--- src/common/sv39_pkg.sv ---
`default_nettype none

package sv39_pkg;

    // Address and entry widths for Sv39
    localparam int unsigned VaWidth  = 39;
    localparam int unsigned PaWidth  = 56;
    localparam int unsigned PpnWidth = 44;
    localparam int unsigned VpnWidth = 27;
    localparam int unsigned PteWidth = 64;

    // Page table entry, MSB first as laid out in memory
    typedef struct packed {
        logic [9:0]          reserved;
        logic [PpnWidth-1:0] ppn;
        logic [1:0]          rsw;
        logic                d;
        logic                a;
        logic                g;
        logic                u;
        logic                x;
        logic                w;
        logic                r;
        logic                v;
    } pte_t;

    // LVL1 is the root table, a leaf here maps 1G
    typedef enum logic [1:0] {
        LVL1 = 2'd0,
        LVL2 = 2'd1,
        LVL3 = 2'd2
    } pt_level_e;

    // VPN[2], VPN[1] or VPN[0] of the IOVA
    function automatic logic [8:0] vpn_slice(input logic [VaWidth-1:0] iova,
                                             input pt_level_e          lvl);
        case (lvl)
            LVL1:    return iova[38:30];
            LVL2:    return iova[29:21];
            default: return iova[20:12];
        endcase
    endfunction

    // Byte address of the PTE for this level, entries are 8 bytes wide
    function automatic logic [PaWidth-1:0] pte_addr(input logic [PpnWidth-1:0] ppn,
                                                    input logic [VaWidth-1:0]  iova,
                                                    input pt_level_e           lvl);
        return {ppn, vpn_slice(iova, lvl), 3'b000};
    endfunction

endpackage

`default_nettype wire

--- src/common/ptw_fault_pkg.sv ---
`default_nettype none

package ptw_fault_pkg;

    // Width of the IOMMU fault cause field
    localparam int unsigned CauseWidth = 12;

    // Page faults, selected by the access type of the request
    localparam logic [CauseWidth-1:0] LOAD_PAGE_FAULT  = 12'd13;
    localparam logic [CauseWidth-1:0] STORE_PAGE_FAULT = 12'd15;

    // Error response while fetching a PTE
    localparam logic [CauseWidth-1:0] PT_DATA_CORRUPTION = 12'd274;

    // How a walk ended
    typedef enum logic [1:0] {
        // Leaf found and all checks passed
        FAULT_NONE = 2'd0,
        // One of the PTE rules was broken
        FAULT_PAGE = 2'd1,
        // Memory returned a non-OKAY response
        FAULT_BUS  = 2'd2
    } fault_e;

endpackage

`default_nettype wire

--- src/common/walk_req_if.sv ---
`default_nettype none
`timescale 1ns/10ps

interface walk_req_if #(
    parameter int unsigned PscidWidth = 20
) ();
    import sv39_pkg::*;

    // One-cycle pulse, fields below are held for the whole walk
    logic                  start;
    logic [VaWidth-1:0]    iova;
    logic [PscidWidth-1:0] pscid;
    logic                  is_store;
    // Root table from iosatp
    logic [PpnWidth-1:0]   root_ppn;

    modport intake (
        output start, iova, pscid, is_store, root_ppn
    );

    modport walker (
        input start, iova, pscid, is_store, root_ppn
    );

endinterface

`default_nettype wire

--- src/common/walk_res_if.sv ---
`default_nettype none
`timescale 1ns/10ps

interface walk_res_if #(
    parameter int unsigned PscidWidth = 20
) ();
    import sv39_pkg::*;
    import ptw_fault_pkg::*;

    // Outcome is only meaningful while done is high
    logic                  done;
    fault_e                fault;
    pt_level_e             level;
    pte_t                  leaf_pte;
    // OR of the g bits along the walk
    logic                  global_map;
    // Request fields carried along for the IOTLB tag
    logic [VpnWidth-1:0]   vpn;
    logic [PscidWidth-1:0] pscid;
    logic                  is_store;

    modport walker (
        output done, fault, level, leaf_pte, global_map, vpn, pscid, is_store
    );

    modport report (
        input done, fault, level, leaf_pte, global_map, vpn, pscid, is_store
    );

endinterface

`default_nettype wire

--- src/logic/ptw_req_intake.sv ---
`default_nettype none
`timescale 1ns/10ps

module ptw_req_intake #(
    parameter int unsigned PscidWidth = 20
) (
    input  logic                          clk_i,
    input  logic                          rst_ni,
    input  logic                          init_ptw_i,
    input  logic                          busy_i,
    input  logic [sv39_pkg::VaWidth-1:0]  iova_i,
    input  logic [PscidWidth-1:0]         pscid_i,
    input  logic                          is_store_i,
    input  logic [sv39_pkg::PpnWidth-1:0] root_ppn_i,
    walk_req_if.intake                    req
);
    import sv39_pkg::*;

    logic                  trig_q;
    logic                  start_q;
    logic                  accept;
    logic [VaWidth-1:0]    iova_q;
    logic [PscidWidth-1:0] pscid_q;
    logic                  is_store_q;
    logic [PpnWidth-1:0]   root_ppn_q;

    // Rising edge of the trigger is dropped while a walk is running
    assign accept = init_ptw_i && !trig_q && !busy_i;

    // Previous trigger sample is kept even when the edge is ignored
    always_ff @(posedge clk_i or negedge rst_ni) begin
        if (!rst_ni) begin
            trig_q  <= 1'b0;
            start_q <= 1'b0;
        end else begin
            trig_q  <= init_ptw_i;
            start_q <= accept;
        end
    end

    // Request fields stay put until the next accepted edge
    always_ff @(posedge clk_i) begin
        if (accept) begin
            iova_q     <= iova_i;
            pscid_q    <= pscid_i;
            is_store_q <= is_store_i;
            root_ppn_q <= root_ppn_i;
        end
    end

    assign req.start    = start_q;
    assign req.iova     = iova_q;
    assign req.pscid    = pscid_q;
    assign req.is_store = is_store_q;
    assign req.root_ppn = root_ppn_q;

    // Walker raises busy with the start pulse so a second edge is dropped
    start_sets_busy_a: assert property (@(posedge clk_i) disable iff (!rst_ni)
        start_q |-> busy_i);

endmodule

`default_nettype wire

--- src/walker/ptw_walker.sv ---
`default_nettype none
`timescale 1ns/10ps

module ptw_walker (
    input  logic                         clk_i,
    input  logic                         rst_ni,
    walk_req_if.walker                   req,
    walk_res_if.walker                   res,
    output logic                         busy_o,
    output logic                         ar_valid_o,
    output logic [sv39_pkg::PaWidth-1:0] ar_addr_o,
    input  logic                         ar_ready_i,
    input  logic                         r_valid_i,
    input  sv39_pkg::pte_t               r_data_i,
    input  logic [1:0]                   r_resp_i,
    output logic                         r_ready_o
);
    import sv39_pkg::*;
    import ptw_fault_pkg::*;

    typedef enum logic [1:0] {
        ST_IDLE,
        ST_ADDR,
        ST_WAIT
    } walk_state_e;

    localparam logic [1:0] RespOkay = 2'b00;

    walk_state_e        state_q, state_d;
    pt_level_e          lvl_q, lvl_d;
    logic [PaWidth-1:0] pptr_q, pptr_d;
    logic               global_q, global_d;

    logic walk_done;
    logic leaf;
    logic bad_entry;
    logic misaligned;
    logic leaf_fault;
    logic nonleaf_fault;
    logic page_fault;
    logic bus_fault;

    // PTE checks, only looked at while a beat is in the wait state
    // r or x set marks a leaf
    assign leaf = r_data_i.r || r_data_i.x;

    // Invalid, write-only or reserved bits in use
    assign bad_entry = !r_data_i.v || (r_data_i.w && !r_data_i.r) || (|r_data_i.reserved);

    // Superpage PPN must be aligned to its size
    assign misaligned = ((lvl_q == LVL1) && (|r_data_i.ppn[17:0]))
                     || ((lvl_q == LVL2) && (|r_data_i.ppn[8:0]));

    // Leaf needs r and a, and d on a store
    assign leaf_fault = leaf && (!r_data_i.r || !r_data_i.a
                              || (req.is_store && !r_data_i.d) || misaligned);

    // Pointer entries keep a, d, u clear and cannot sit at the last level
    assign nonleaf_fault = !leaf && (r_data_i.a || r_data_i.d || r_data_i.u
                                  || (lvl_q == LVL3));

    assign page_fault = bad_entry || leaf_fault || nonleaf_fault;
    assign bus_fault  = (r_resp_i != RespOkay);

    always_comb begin
        state_d   = state_q;
        lvl_d     = lvl_q;
        pptr_d    = pptr_q;
        global_d  = global_q;
        walk_done = 1'b0;
        r_ready_o = 1'b0;

        case (state_q)
            ST_IDLE: begin
                // New walk begins at the root table
                if (req.start) begin
                    state_d  = ST_ADDR;
                    lvl_d    = LVL1;
                    global_d = 1'b0;
                    pptr_d   = pte_addr(req.root_ppn, req.iova, LVL1);
                end
            end

            ST_ADDR: begin
                // Address held until accepted
                if (ar_ready_i) begin
                    state_d = ST_WAIT;
                end
            end

            ST_WAIT: begin
                if (r_valid_i) begin
                    r_ready_o = 1'b1;
                    global_d  = global_q | r_data_i.g;

                    // Any fault or a clean leaf ends the walk on this beat
                    if (bus_fault || page_fault || leaf) begin
                        walk_done = 1'b1;
                        state_d   = ST_IDLE;
                    end else begin
                        // Descend one level through the pointer entry
                        state_d = ST_ADDR;
                        lvl_d   = (lvl_q == LVL1) ? LVL2 : LVL3;
                        pptr_d  = pte_addr(r_data_i.ppn, req.iova, lvl_d);
                    end
                end
            end

            default: begin
                state_d = ST_IDLE;
            end
        endcase
    end

    always_ff @(posedge clk_i or negedge rst_ni) begin
        if (!rst_ni) begin
            state_q  <= ST_IDLE;
            lvl_q    <= LVL1;
            global_q <= 1'b0;
        end else begin
            state_q  <= state_d;
            lvl_q    <= lvl_d;
            global_q <= global_d;
        end
    end

    always_ff @(posedge clk_i) begin
        pptr_q <= pptr_d;
    end

    // Active from the start pulse through the done beat
    assign busy_o     = req.start || (state_q != ST_IDLE);
    assign ar_valid_o = (state_q == ST_ADDR);
    assign ar_addr_o  = pptr_q;

    // Outcome of the ending beat, bus error wins over the PTE checks
    assign res.done       = walk_done;
    assign res.fault      = bus_fault ? FAULT_BUS : (page_fault ? FAULT_PAGE : FAULT_NONE);
    assign res.level      = lvl_q;
    assign res.leaf_pte   = r_data_i;
    assign res.global_map = global_q | r_data_i.g;
    assign res.vpn        = req.iova[VaWidth-1:VaWidth-VpnWidth];
    assign res.pscid      = req.pscid;
    assign res.is_store   = req.is_store;

    // Read request must not change while it is stalled
    ar_addr_stable_a: assert property (@(posedge clk_i) disable iff (!rst_ni)
        ar_valid_o && !ar_ready_i |=> ar_valid_o && $stable(ar_addr_o));

    // Done only while busy, and the intake cannot restart in the next cycle
    done_ends_walk_a: assert property (@(posedge clk_i) disable iff (!rst_ni)
        walk_done |-> busy_o ##1 !busy_o);

endmodule

`default_nettype wire

--- src/logic/ptw_outcome_report.sv ---
`default_nettype none
`timescale 1ns/10ps

module ptw_outcome_report #(
    parameter int unsigned PscidWidth = 20
) (
    input  logic                                clk_i,
    input  logic                                rst_ni,
    walk_res_if.report                          res,
    output logic                                update_o,
    output logic                                up_1g_o,
    output logic                                up_2m_o,
    output logic [sv39_pkg::VpnWidth-1:0]       up_vpn_o,
    output logic [PscidWidth-1:0]               up_pscid_o,
    output sv39_pkg::pte_t                      up_pte_o,
    output logic                                ptw_error_o,
    output logic [ptw_fault_pkg::CauseWidth-1:0] cause_code_o
);
    import sv39_pkg::*;
    import ptw_fault_pkg::*;

    logic                  update_q;
    logic                  error_q;
    logic                  is_1g_q;
    logic                  is_2m_q;
    logic [VpnWidth-1:0]   vpn_q;
    logic [PscidWidth-1:0] pscid_q;
    pte_t                  pte_q;
    logic [CauseWidth-1:0] cause_q;
    pte_t                  leaf_pte;
    logic [CauseWidth-1:0] cause;

    // Global from any level of the walk goes into the IOTLB entry
    always_comb begin
        leaf_pte   = res.leaf_pte;
        leaf_pte.g = res.leaf_pte.g | res.global_map;
    end

    // Bus errors report data corruption, otherwise by access type
    assign cause = (res.fault == FAULT_BUS) ? PT_DATA_CORRUPTION
                 : (res.is_store ? STORE_PAGE_FAULT : LOAD_PAGE_FAULT);

    always_ff @(posedge clk_i or negedge rst_ni) begin
        if (!rst_ni) begin
            update_q <= 1'b0;
            error_q  <= 1'b0;
        end else begin
            update_q <= res.done && (res.fault == FAULT_NONE);
            error_q  <= res.done && (res.fault != FAULT_NONE);
        end
    end

    always_ff @(posedge clk_i) begin
        if (res.done) begin
            is_1g_q <= (res.level == LVL1);
            is_2m_q <= (res.level == LVL2);
            vpn_q   <= res.vpn;
            pscid_q <= res.pscid;
            pte_q   <= leaf_pte;
            cause_q <= cause;
        end
    end

    // Pulses, payload reads as zero outside its pulse
    assign update_o     = update_q;
    assign up_1g_o      = update_q && is_1g_q;
    assign up_2m_o      = update_q && is_2m_q;
    assign up_vpn_o     = update_q ? vpn_q : '0;
    assign up_pscid_o   = update_q ? pscid_q : '0;
    assign up_pte_o     = update_q ? pte_q : '0;
    assign ptw_error_o  = error_q;
    assign cause_code_o = error_q ? cause_q : '0;

endmodule

`default_nettype wire

--- src/logic/ptw_sv39.sv ---
`default_nettype none
`timescale 1ns/10ps

module ptw_sv39 #(
    parameter int unsigned PscidWidth = 20
) (
    input  logic                                 clk_i,
    input  logic                                 rst_ni,
    // Walk request
    input  logic                                 init_ptw_i,
    input  logic                                 is_store_i,
    input  logic [sv39_pkg::VaWidth-1:0]         req_iova_i,
    input  logic [PscidWidth-1:0]                pscid_i,
    input  logic [sv39_pkg::PpnWidth-1:0]        iosatp_ppn_i,
    // PTE read port
    output logic                                 ar_valid_o,
    output logic [sv39_pkg::PaWidth-1:0]         ar_addr_o,
    input  logic                                 ar_ready_i,
    input  logic                                 r_valid_i,
    input  logic [sv39_pkg::PteWidth-1:0]        r_data_i,
    input  logic [1:0]                           r_resp_i,
    output logic                                 r_ready_o,
    output logic                                 ptw_active_o,
    // IOTLB update
    output logic                                 update_o,
    output logic                                 up_1g_o,
    output logic                                 up_2m_o,
    output logic [sv39_pkg::VpnWidth-1:0]        up_vpn_o,
    output logic [PscidWidth-1:0]                up_pscid_o,
    output sv39_pkg::pte_t                       up_pte_o,
    // Fault report
    output logic                                 ptw_error_o,
    output logic [ptw_fault_pkg::CauseWidth-1:0] cause_code_o
);

    walk_req_if #(.PscidWidth(PscidWidth)) req_if ();
    walk_res_if #(.PscidWidth(PscidWidth)) res_if ();

    ptw_req_intake #(
        .PscidWidth (PscidWidth)
    ) i_intake (
        .clk_i      (clk_i),
        .rst_ni     (rst_ni),
        .init_ptw_i (init_ptw_i),
        .busy_i     (ptw_active_o),
        .iova_i     (req_iova_i),
        .pscid_i    (pscid_i),
        .is_store_i (is_store_i),
        .root_ppn_i (iosatp_ppn_i),
        .req        (req_if.intake)
    );

    ptw_walker i_walker (
        .clk_i      (clk_i),
        .rst_ni     (rst_ni),
        .req        (req_if.walker),
        .res        (res_if.walker),
        .busy_o     (ptw_active_o),
        .ar_valid_o (ar_valid_o),
        .ar_addr_o  (ar_addr_o),
        .ar_ready_i (ar_ready_i),
        .r_valid_i  (r_valid_i),
        .r_data_i   (r_data_i),
        .r_resp_i   (r_resp_i),
        .r_ready_o  (r_ready_o)
    );

    ptw_outcome_report #(
        .PscidWidth (PscidWidth)
    ) i_report (
        .clk_i        (clk_i),
        .rst_ni       (rst_ni),
        .res          (res_if.report),
        .update_o     (update_o),
        .up_1g_o      (up_1g_o),
        .up_2m_o      (up_2m_o),
        .up_vpn_o     (up_vpn_o),
        .up_pscid_o   (up_pscid_o),
        .up_pte_o     (up_pte_o),
        .ptw_error_o  (ptw_error_o),
        .cause_code_o (cause_code_o)
    );

endmodule

`default_nettype wire

--- config.mk ---
export PLATFORM = sky130hd
export DESIGN_NAME = ptw_sv39
export DESIGN_NICKNAME = d
export VERILOG_FILES = /design/src/common/sv39_pkg.sv /design/src/common/ptw_fault_pkg.sv /design/src/common/walk_req_if.sv /design/src/common/walk_res_if.sv /design/src/logic/ptw_req_intake.sv /design/src/walker/ptw_walker.sv /design/src/logic/ptw_outcome_report.sv /design/src/logic/ptw_sv39.sv
export SDC_FILE = /design/constraint.sdc
export NUM_CORES = 1
export LEC_CHECK = 0
export ABC_AREA = 1
export BUFFER_PORTS_ARGS = -buffer_cell sky130_fd_sc_hd__buf_2
export CORE_UTILIZATION = 40
export DETAILED_ROUTE_END_ITERATION = 7
export PLACE_DENSITY = 0.67
export SLEW_MARGIN = 20
export SYNTH_ARGS = -nofsm -noshare
export SYNTH_HDL_FRONTEND = slang
export SYNTH_SLANG_ARGS = --single-unit
export TNS_END_PERCENT = 20
--- constraint.sdc ---
create_clock -name clk_i -period 12.3 [get_ports clk_i]
set_input_delay 2.46 -clock clk_i [delete_from_list [all_inputs] [get_ports clk_i]]
set_output_delay 2.46 -clock clk_i [all_outputs]
set_load 0.005 [all_outputs]
==> impl.org, run 1 <==
** Synthesis
- Sequential-to-total area share from yosys stat :: 79.3%
- Cell type with the largest total area after synthesis :: edfxtp_1
- Synth Area in Adders :: 0%
- Main area contributors after synthesis :: edfxtp_1 (77%), nand2_1 (10%), inv_1 (5.3%), dfrtp_1 (2.2%), buf_4 (0.89%)
- Total number of yosys warnings :: 0
- Among all flip-flop cells after synthesis, the most frequent one is edfxtp_1.
- In this run, synthesis inferred 261 flip-flops with an integrated enable.
- Ys async rst share :: 3.33%
- Largest family of logic cells by synthesized area :: simple AND/OR/NAND/NOR gates
- Basic-gate share of the synthesized area counting and, or, nand and nor cells :: 12.4%
- Post-synthesis mux area share :: 0%
- Number of synthesized register bits :: 270
- XOR/XNOR Fraction of Synth Area :: 0%
- Synthesized area per cell :: 12.8 um^2
- The synthesized netlist occupies a cell area of 10200 um^2.
- Distinct cells, synth :: 22
- In this run the biggest area consumer among cell types represents 77.0% of the synthesized area.
- Summing the areas of all compound-gate instances in the mapped netlist gives 0.910% of the synthesized area.
- Synthesis handed over a netlist of 793 instances.

** Worst setup path
- Worst Setup Start Kind :: primary input
- R2R cell count :: 6
- The worst register-to-register path begins at i_walker.state_q[0].
- The endpoint identified for the worst register-to-register timing path is i_report.vpn_q[9].
- STA puts the critical path data arrival time at 2.86 ns.
- Register-to-register setup slack :: 8.92 ns
- At the worst endpoint, the required time is 9.84 ns.
- Cell type with the highest occurrence count on the critical path :: buf_2
- Max incr delay on CP :: 0.14 ns
- Largest driver fanout on the critical path :: 2
- Traced cell by cell, the critical path runs through buf_2 -> inv_1 -> nor2_2 -> buf_2.
- STA classifies the critical path endpoint as an output port.
- By startpoint and endpoint, the worst setup path is classified as primary input to output port.
- Cell type of the slowest stage on the worst timing path :: nor2_2

** CTS
- Clock tree synthesis found a total of 270 sinks.
- Root Buffer :: clkbuf_16
- After clock tree synthesis, the clock-pin slew on the worst setup and hold paths is 0.06 ns.
- Once the clock tree was built, the resizer swapped 0 gates to a different size.
- The clock reaches the later pin of the worst-skew pair after 0.53 ns.
- TritonCTS built the clock tree.
- Clk buf depth :: 3
- Post-CTS setup-driven buffer insertion count :: 0
- Number of buffers created by CTS :: 28
- Clock H-tree levels :: 1
- Number of hold-repair buffers added at the cts stage :: 0

** Timing
- RSZ-0062 raised after global routing :: false
- Final critical delay including setup and external delays :: 5.32 ns
- Timing would allow up to 0.188 GHz.
- Setup violations remaining at the end of the flow were counted as 0.
- Measured against its own limit, the worst slew margin works out to 35.5%.
- Total negative setup slack :: 0 ns
- Total count of max-transition violations in the final report :: 0
- Across the routed clock network, the largest skew measured is 0.0128 ns.
- The final number of hold-violating endpoints came to 0.
- For the pin with the worst max-slew slack, the measured transition is 0.966 ns.
- Post-route clock period utilization :: 43.3%

** Worst hold path
- Endpoint, Worst Hold :: i_report.pscid_q[12]
- Number of instances on the worst hold path :: 0
- Startpoint of the lowest-slack hold path :: i_intake.req.pscid[12]
- The min-delay analysis places its worst path in the category register to register.

** Route
- Total Wirelength :: 23700 um
- ANT nets after route :: 0
- Routed vias :: 6606
- For this run, the detailed router's first-pass iteration total came to 5.
- Dividing the detail-routed wire length by the instance count gives 16.0 um.
- Initial drt markers :: 386
- After detailed routing, the number of remaining DRC violations is 0.
- In the routed layout, each cell is associated on average with a via count of 4.45.

** Placement
- The HPWL after detailed placement is 16300 um.
- Final RePlAce weighted congestion :: 0.826
- Buffers placed on the I/O ports in this run total 339.

** Power and ir drop
- Max VDD drop :: 0.000123 V
- For this design the static power due to leakage is 6.45 nW.
- Power spread over the standard cell area amounts to 194 nW/um^2.
- Total power for the finished layout comes to 2.53 mW.

** Floorplanning
- Total die area :: 26100 um^2
- 361 I/O pins were placed.
- The floorplan step defined a core boundary enclosing 24600 um^2.
- X dimension of the die :: 161 um
- Effective utilization at floorplan :: 41.3%
- The initialized floorplan defines 57 standard-cell rows.
- The die is 161 um tall.

** Cells and area
- Total of fill cells in the finished design :: 2175
- The library cell used most frequently in the layout, excluding fill and tap cells, is buf_2.
- Sequential cell area :: 8070 um^2
- The number of antenna diodes in the final layout is 0.
- At the end of the flow, the number of nets in the layout was 1316.
- Multi-input logic area :: 1390 um^2
- Cells fill 53.0% of the core in the end.
- Share of final-layout standard cells stronger than drive strength 1 :: 33.9%
- Most used cells in the layout excluding fill and tap cells :: buf_2 (339), nand2_1 (277), edfxtp_1 (261)
- From synthesis to final layout, the design area changed by 28.3%.

** GRT
- Maximum number of pins on one net before global-route repair :: 70
- Total global-route track usage :: 17.8%
- Antenna violations before repair :: 1
- Summed over all layers, the global routing overflow is 0.
- Vias in the first global route :: 6366
- The first global-routing pass estimated 35400 um of wire.

** Run status
- The flow ran to the end, and the final reports show no timing, DRC or antenna violations.

** Flow run
- Maximum capacitance violations :: 0
==> worst max path at each step <==
stage,startpoint,end,cells after the start
2_1_floorplan,init_ptw_i,i_intake.req.start,1
4_1_cts,r_valid_i,r_ready_o,4
5_1_grt,r_valid_i,r_ready_o,4
3_5_place_dp,r_valid_i,r_ready_o,4
3_3_place_gp,r_valid_i,r_ready_o,4
6_report,r_valid_i,r_ready_o,4
==> layer usage <==
layer | share of wire [%] | track usage, %
met3 | 5.8 | 3.08
met4 | 3.1 | 6.39
met1 | 40 | 21.6
met2 | 51 | 31.7
met5 | 0.055 | 0
==> worst max-delay path: cells and delay by family <==
| family | cells | cell delay [ns] |
|---|---|---|
| simple gates | 1 | 0.14 |
| buf+inv | 3 | 0.25 |
==> registers in the layout (all words and copies together), names as in the netlist, 2 cells and up <==
name and cells:
i_intake.req.root_ppn 44, i_walker.ar_addr_o 53, i_report.vpn_q 27, i_report.pscid_q 20
i_intake.req.pscid 20, i_walker.res.level 2, i_walker.state_q 2, i_intake.req.iova 27
i_report.cause_q 3, i_report.pte_q 64
==> area by class of cell <==
class	count	share of cell area (%)
Tap cell	324	3.11
Timing Repair Buffer	345	13.3
Multi-Input combinational cell	348	10.6
Inverter	148	4.28
Sequential cell	270	61.8
Clock buffer	37	5.79
Clock inverter	13	1.01
==> synth_stat cells (2+ instances only) <==
cell / instances
buf_2: 13
buf_4: 12
clkbuf_1: 9
clkinv_1: 2
dfrtp_1: 9
edfxtp_1: 261
inv_1: 143
inv_2: 3
nand2_1: 277
nand2_2: 2
nand3_1: 16
nor2_1: 17
nor2_2: 3
nor3_1: 2
o21ai_0: 17
==> power breakdown <==
group,total [mW],internal (mW),switching [mW]
sequential,1.31,1.26,0.0499
combinational,0.403,0.122,0.281
clock,0.820,0.490,0.329
==> per-stage QoR <==
step                cell area [um^2]  hold slack (ns)  std cells  setup WS [ns]
floorplan                      10200            0.400        801           2.38
global placement               12200            0.400       1435           6.97
detailed placement             12200            0.405       1435           6.98
CTS                            13000            0.419       1485           6.98
global route                   13000            0.424       1485           6.97
finish                         13000            0.419       1485           6.98
==> cell families after synthesis <==
logic type,Yosys count
compound gates,18
buf+inv,183
flops,270
other cells,1
simple gates,321
No activity file was read; power rests on OpenSTA's default activity.
==> inputs of run 2 (changes only) <==
Clock period 12.3 ns to 5.1 ns, I/O delays scaled along.
==> run 2 against run 1 <==
Against the previous run: sequential share of layout area shrank 0.38 points; highest routed layer unchanged; register-to-register slack lost 6.7 ns; total power grew 140%; global-route usage shrank 0.17 points; critical path depth is the same; combinational power grew 140%; clock skew shrank 0.0057 ns; critical endpoint is now up_vpn_o[14]; clock-buffer cell count shrank 3; hold slack lost 0.069 ns; largest power group unchanged; clock power grew 150%; cell count grew 0.40%.
==> impl.org, run 2 (same netlist as run 1, synthesis figures left out) <==
** GRT
- Global routing consumed, over all layers together, 17.6% of the routing resources.
- The first global-routing pass estimated 35200 um of wire.
- For this run the aggregate overflow at the end of global routing stands at 0.
- The number of global-route vias before repair was 6573.
- The number of antenna violations at the first check in global routing came to 4.
- Maximum number of pins on one net before global-route repair :: 93

** Cells and area
- Of the cells placed in the final design, the portion with a size suffix greater than 1 is 33.9%.
- The register with the most flip-flops in the final layout is i_report.pte_q.
- The library cell used most frequently in the layout, excluding fill and tap cells, is buf_2.
- From synthesis to final layout, the design area changed by 29.1%.
- Leaving out fill and tap cells, the most frequent cells in the layout are buf_2 (339), nand2_1 (277), edfxtp_1 (261).
- The register with the most flip-flops in the layout has 64 of them.
- The net count of the finished layout is 1317.

** Placement
- Final RePlAce weighted congestion :: 0.815
- Post-Place Worst Slack :: 2.12 ns
- Input/output buffers :: 339
- After legalization and detailed placement, the total HPWL measured 16100 um.

** Worst setup path
- Register-to-register setup slack :: 2.22 ns
- STA classifies the critical path endpoint as an output port.
- R2R cell count :: 6
- Worst Setup Start Kind :: register
- Of all nets on the critical path, the largest fanout is 90.
- Crit Reg-Reg Endpoint :: i_report.pte_q[40]
- Critical path class :: register to output port
- FF-to-FF Start :: i_walker.state_q[0]
- STA puts the critical path data required time at 4.08 ns.
- Arrival time of data at the critical path endpoint :: 2.35 ns

** Route
- The detailed router placed 6686 vias in this run.
- Routed vias/inst :: 4.48
- In the final routed layout, each cell accounts on average for 15.8 um.
- The count of nets left with antenna violations once routing finished came out at 0.
- After the first detailed-routing iteration, the DRC count stood at 381.
- DRT Pass-1 Iters :: 4
- In the routed design, unresolved DRC markers number 0.
- Summed over all layers, the routed wires come to 23600 um.

** Timing
- On the final layout, the worst hold slack is 0.350 ns.
- The final number of hold-violating endpoints is 0.
- Measured against its own limit, the worst slew margin works out to 35.3%.
- Maximum clock rate :: 0.296 GHz
- Number of setup violations in the final report :: 0
- For the pin with the worst max-slew slack, the measured transition is 0.971 ns.
- The worst path uses 66.2% of the clock period.
- The final number of max-transition violations is 0.
- RSZ-0062 raised after global routing :: false
- Slack of the critical path :: 1.73 ns
- Final critical delay including setup and external delays :: 3.37 ns
- Setup total negative slack on the finished layout was measured at 0 ns.
- Setup Skew :: 0.00713 ns

** Power and ir drop
- The analysis attributes to net switching a power of 1.61 mW.
- Total power :: 6.17 mW
- Switching portion of total power :: 26.0%
- The clock network is responsible for 33.0% of the overall power.
- Per report_power, the combinational group accounts for 16.0% of the total.
- VDD sags by at most 0.000257 V.
- Summed over all cells, the static leakage comes to 6.48 nW.
- Internal power of the cells :: 4.57 mW
- Share of total power in sequential cells :: 51.0%
- Areal power density over the cells :: 470 nW/um^2

** Worst hold path
- The min-delay analysis places its worst path in the category primary input to async pin.

** Floorplanning
- The initialized floorplan defines 57 standard-cell rows.
- Total die area :: 26100 um^2
- The total area inside the core boundary comes to 24600 um^2.
- During I/O placement, the number of pins put on the boundary was 361.
- Effective utilization at floorplan :: 41.3%
- The die is 161 um wide.
- Die H :: 161 um

** CTS
- For this design, the sink count on the clock tree is 270.
- After clock tree synthesis, the clock-pin slew on the worst setup and hold paths is 0.06 ns.
- The clock passes through at most 3 buffers.
- The cell sitting at the root of the clock tree is a clkbuf_16.
- After clock tree synthesis, the repair step resized 0 gates.
- Number of buffers created by CTS :: 29
- Clock latency at the later pin of the worst-skew pair :: 0.53 ns
- Clock H-tree levels :: 1
- In this run the post-CTS setup repair buffer count came out at 0.
- Number of hold-repair buffers added at the cts stage :: 0
- CTS tree :: yes

** Flow run
- Maximum capacitance violations :: 0

** Run status
- Run status :: finished clean
-- run 2: how the worst max path moves through the flow --
stage | from | depth (start not counted) | endpoint
after floorplan | init_ptw_i | 1 | i_intake.req.iova[12]
after global placement | r_resp_i[1] | 9 | i_walker.ar_addr_o[38]
after detailed placement | r_data_i[1] | 9 | i_report.pte_q[39]
after CTS | i_report.update_o | 4 | up_vpn_o[14]
after global routing | i_report.update_o | 4 | up_pscid_o[5]
final | i_report.update_o | 4 | up_vpn_o[14]
-- run 2: area by class of cell --
| class | count | area (um^2) |
|---|---|---|
| antenna | 3 | 7.51 |
| clock buffer | 34 | 744 |
| clock inverter | 19 | 181 |
| fill | 2136 | 11500 |
| inverter | 148 | 561 |
| multi-input combinational | 348 | 1400 |
| sequential | 270 | 8070 |
| tap | 324 | 405 |
| timing repair buffer | 345 | 1770 |
-- run 2: power by group through the flow --
stage          sequential [mW]  combinational (mW)  clock, mW
3_3_place_gp              3.19               0.999          0
5_1_grt                   3.19                1.10       2.16
4_1_cts                   3.15                1.01       2.09
2_1_floorplan             3.22               0.460          0
6_report                  3.15               0.986       2.04
3_5_place_dp              3.19                1.01          0
-- run 2: layer usage --
metal / routed length (um) / vias to the layer above / track usage [%]
met4: 569 / 2 / 7.20
met3: 1590 / 40 / 3.57
met2: 12400 / 248 / 32.1
met1: 8980 / 3168 / 20.1
li1: - / 3228 / -
met5: 13 / - / 0
-- run 2: per-stage QoR --
stage | area [um^2] | std cells | utilization (%)
floorplan | 10200 | 801 | -
global placement | 12200 | 1435 | 49.6
detailed placement | 12200 | 1435 | 49.6
CTS | 13100 | 1488 | 53.3
global route | 13100 | 1491 | 53.4
finish | 13100 | 1491 | 53.4
-- run 2: worst max-delay path, stage by stage (launching register included) --
cell	delay, ns
dfrtp_4	1.06
buf_4	0.42
nand2_1	0.11
inv_1	0.07
buf_2	0.10
==> inputs of run 3 (changes only) <==
Clock period 5.1 ns to 3.3 ns, I/O delays scaled along.
==> run 3 against run 2 <==
Against the previous run: sequential share of layout area down 0.15 points; first-iteration DRC count increased by 31%; sequential power is 54% higher; sequential cell count stayed put; cell area rose by 0.25%; critical path type unchanged; critical endpoint is now up_pte_o[38]; largest power group unchanged; highest routed layer unchanged.
==> impl.org, run 3 (same netlist as run 1, synthesis figures left out) <==
** CTS
- For this design, the sink count on the clock tree is 270.
- The number of clock buffers added by TritonCTS is 29.
- Clock H-tree levels :: 1
- Root Buffer :: clkbuf_16
- No sink is reached through more buffers than the 3 on the longest clock path.
- Post-CTS setup-driven buffer insertion count :: 0
- Clock-pin transition on the worst setup and hold timing paths :: 0.06 ns
- Clock latency at the later pin of the worst-skew pair :: 0.54 ns
- CTS tree :: yes

** GRT
- The number of global-route vias before repair came to 6312.
- In the global route stage, overall resource usage came out at 17.7%.
- Antenna violations before repair :: 5
- Met2 Use GR :: 32.3%
- The first global-routing pass estimated 35100 um of wire.
- Layer with the highest usage after global routing :: met2
- Met3 global-route usage :: 3.57%
- Entering global routing, the biggest net connects 93 pins.
- Overflow left after global routing :: 0
- Routing usage on met1 :: 20.5%

** Timing
- Headroom to the max-slew limit came out at 48.6%.
- The final number of max-transition violations is 0.
- Slew of the pin with the lowest slew margin :: 0.771 ns
- RSZ-0062 raised after global routing :: false
- Number of setup violations in the final report :: 0
- Final critical delay including setup and external delays :: 2.52 ns
- Dividing the final minimum period by the clock period gives 76.5%.
- The final number of hold-violating endpoints is 0.
- The clock arrives with 0.0153 ns of skew.
- Once routing completed, OpenROAD measured the worst setup slack at 0.776 ns.
- Maximum clock rate :: 0.396 GHz

** Floorplanning
- After floorplanning, the core was sized to cover 24600 um^2.
- Ports :: 361
- Row Count :: 57
- Total die area :: 26100 um^2
- The initial utilization of the core area, before any placement, comes to 41.3%.
- The floorplan step set the die width to 161 um.
- Die H :: 161 um

** Power and ir drop
- Net switching power :: 2.51 mW
- Leak Pwr :: 6.49 nW
- Max VDD drop :: 0.000552 V
- Share of total power in sequential cells :: 50.9%
- Switching portion of total power :: 26.3%
- In this run, the combinational gates consume 16.4% of the power.
- Clk network pwr share :: 32.7%
- For this design the ratio of total power to cell area is 724 nW/um^2.
- Overall power consumption after layout is estimated at 9.53 mW.
- Internal power of the cells :: 7.02 mW

** Run status
- Run status :: finished clean

** Cells and area
- Number of nets in the layout :: 1319
- Multi-input logic area :: 1400 um^2
- At the end of the flow the core is filled with cells to 53.5%.
- In the final layout, the share of cells above drive strength 1 is 34.1%.
- Compared with the post-synthesis result, the final layout area differs by 29.4%.
- Register containing the most flip-flops in the final layout :: i_report.pte_q
- The library cell used most frequently in the layout, excluding fill and tap cells, is buf_2.
- Fill cells in the final layout number 2164.
- After routing the design area is 13200 um^2.
- Most used cells in the layout excluding fill and tap cells :: buf_2 (339), nand2_1 (277), edfxtp_1 (261)
- Sequential cell area :: 8070 um^2
- The register with the most flip-flops in the layout has 64 of them.

** Worst setup path
- The largest single stage delay on the critical path is 0.61 ns.
- Largest driver fanout on the critical path :: 32
- Worst Setup End Kind :: output port
- Critical Path RT :: 2.64 ns
- By startpoint and endpoint, the worst setup path is classified as register to output port.
- Arrival time of data at the critical path endpoint :: 1.86 ns
- STA classifies the critical path startpoint as a register.
- Walking the worst path, the cells encountered are buf_4 -> nand2_1 -> inv_1 -> buf_2.
- For this design, the slowest cell found on the critical path is dfrtp_4.

** Route
- The routed design has 23600 um of wire.
- Dividing the detail-routed via count by the number of cells gives 4.44.
- After detailed routing, the average wire length per cell comes to 15.8 um.
- Initial drt markers :: 499
- The pre-antenna-repair detailed-routing pass consisted of 5 iterations.
- Total DRC errors in the routed layout :: 0
- Routed vias :: 6632
- ANT nets after route :: 0

** Placement
- Summed over all nets, the half-perimeter wirelength after detailed placement is 16300 um.
- Final RePlAce weighted congestion :: 0.799
- Post-Place Worst Slack :: 0.704 ns
- Input/output buffers :: 339
- Placed standard-cell area :: 12200 um^2

** Worst hold path
- Hold/Removal Path Class :: primary input to register

** Flow run
- Maximum capacitance violations :: 0
-- run 3: metrics by stage --
step	std cells	setup TNS, ns	hold WS, ns
3_5_place_dp	1436	0	0.405
6_report	1494	0	0.252
3_3_place_gp	1436	0	0.400
2_1_floorplan	801	-20.28	0.364
5_1_grt	1493	0	0.228
4_1_cts	1490	0	0.221
-- run 3: final cells by class --
| class | instances | share of cell area [%] |
|---|---|---|
| clock buffer | 39 | 5.80 |
| inverter | 148 | 4.24 |
| sequential | 270 | 61.3 |
| multi-input combinational | 348 | 10.6 |
| timing repair buffer | 347 | 13.7 |
| tap | 324 | 3.08 |
| antenna | 4 | 0.0761 |
| clock inverter | 14 | 1.16 |
-- run 3: path summary, 6_finish.rpt --
path,slack [ns],to,start,depth (start not counted)
setup / recovery,0.78,up_pte_o[38],i_report.update_o,4
hold / removal,0.25,i_intake.trig_q,init_ptw_i,1
setup reg to reg,1.09,i_walker.ar_addr_o[46],i_walker.state_q[1],9
hold reg to reg,0.42,i_report.pscid_q[5],i_intake.req.pscid[5],0
max in group asynchronous,2.54,i_report.update_o,rst_ni,2
min in group asynchronous,0.53,i_intake.trig_q,rst_ni,2
-- run 3: power by group through the flow --
stage | Sequential [mW] | Combinational [mW] | Clock [mW]
2_1_floorplan | 4.97 | 0.715 | 0
3_3_place_gp | 4.90 | 1.58 | 0
3_5_place_dp | 4.92 | 1.60 | 0
4_1_cts | 4.86 | 1.61 | 3.19
5_1_grt | 4.91 | 1.74 | 3.33
6_report | 4.85 | 1.56 | 3.12
-- run 3: worst max-delay path: cells and delay by family (launching register included) --
kind,cells,cell delay [ns]
buffers and inverters,3,0.59
DFF,1,0.61
and+or+nand+nor,1,0.10
-- run 3: metal layers --
layer  part of all wire (%)  routed length, um
met4                    3.0                706
met5                  0.055                 13
met2                     53              12400
met3                    6.2               1460
met1                     38               9020
-- run 3: what timing repair did --
| item | CTS | global route |
|---|---|---|
| resized for setup | 0 | 0 |
| hold buffers | 1 | 0 |
| hold endpoints to repair | 9 | 0 |
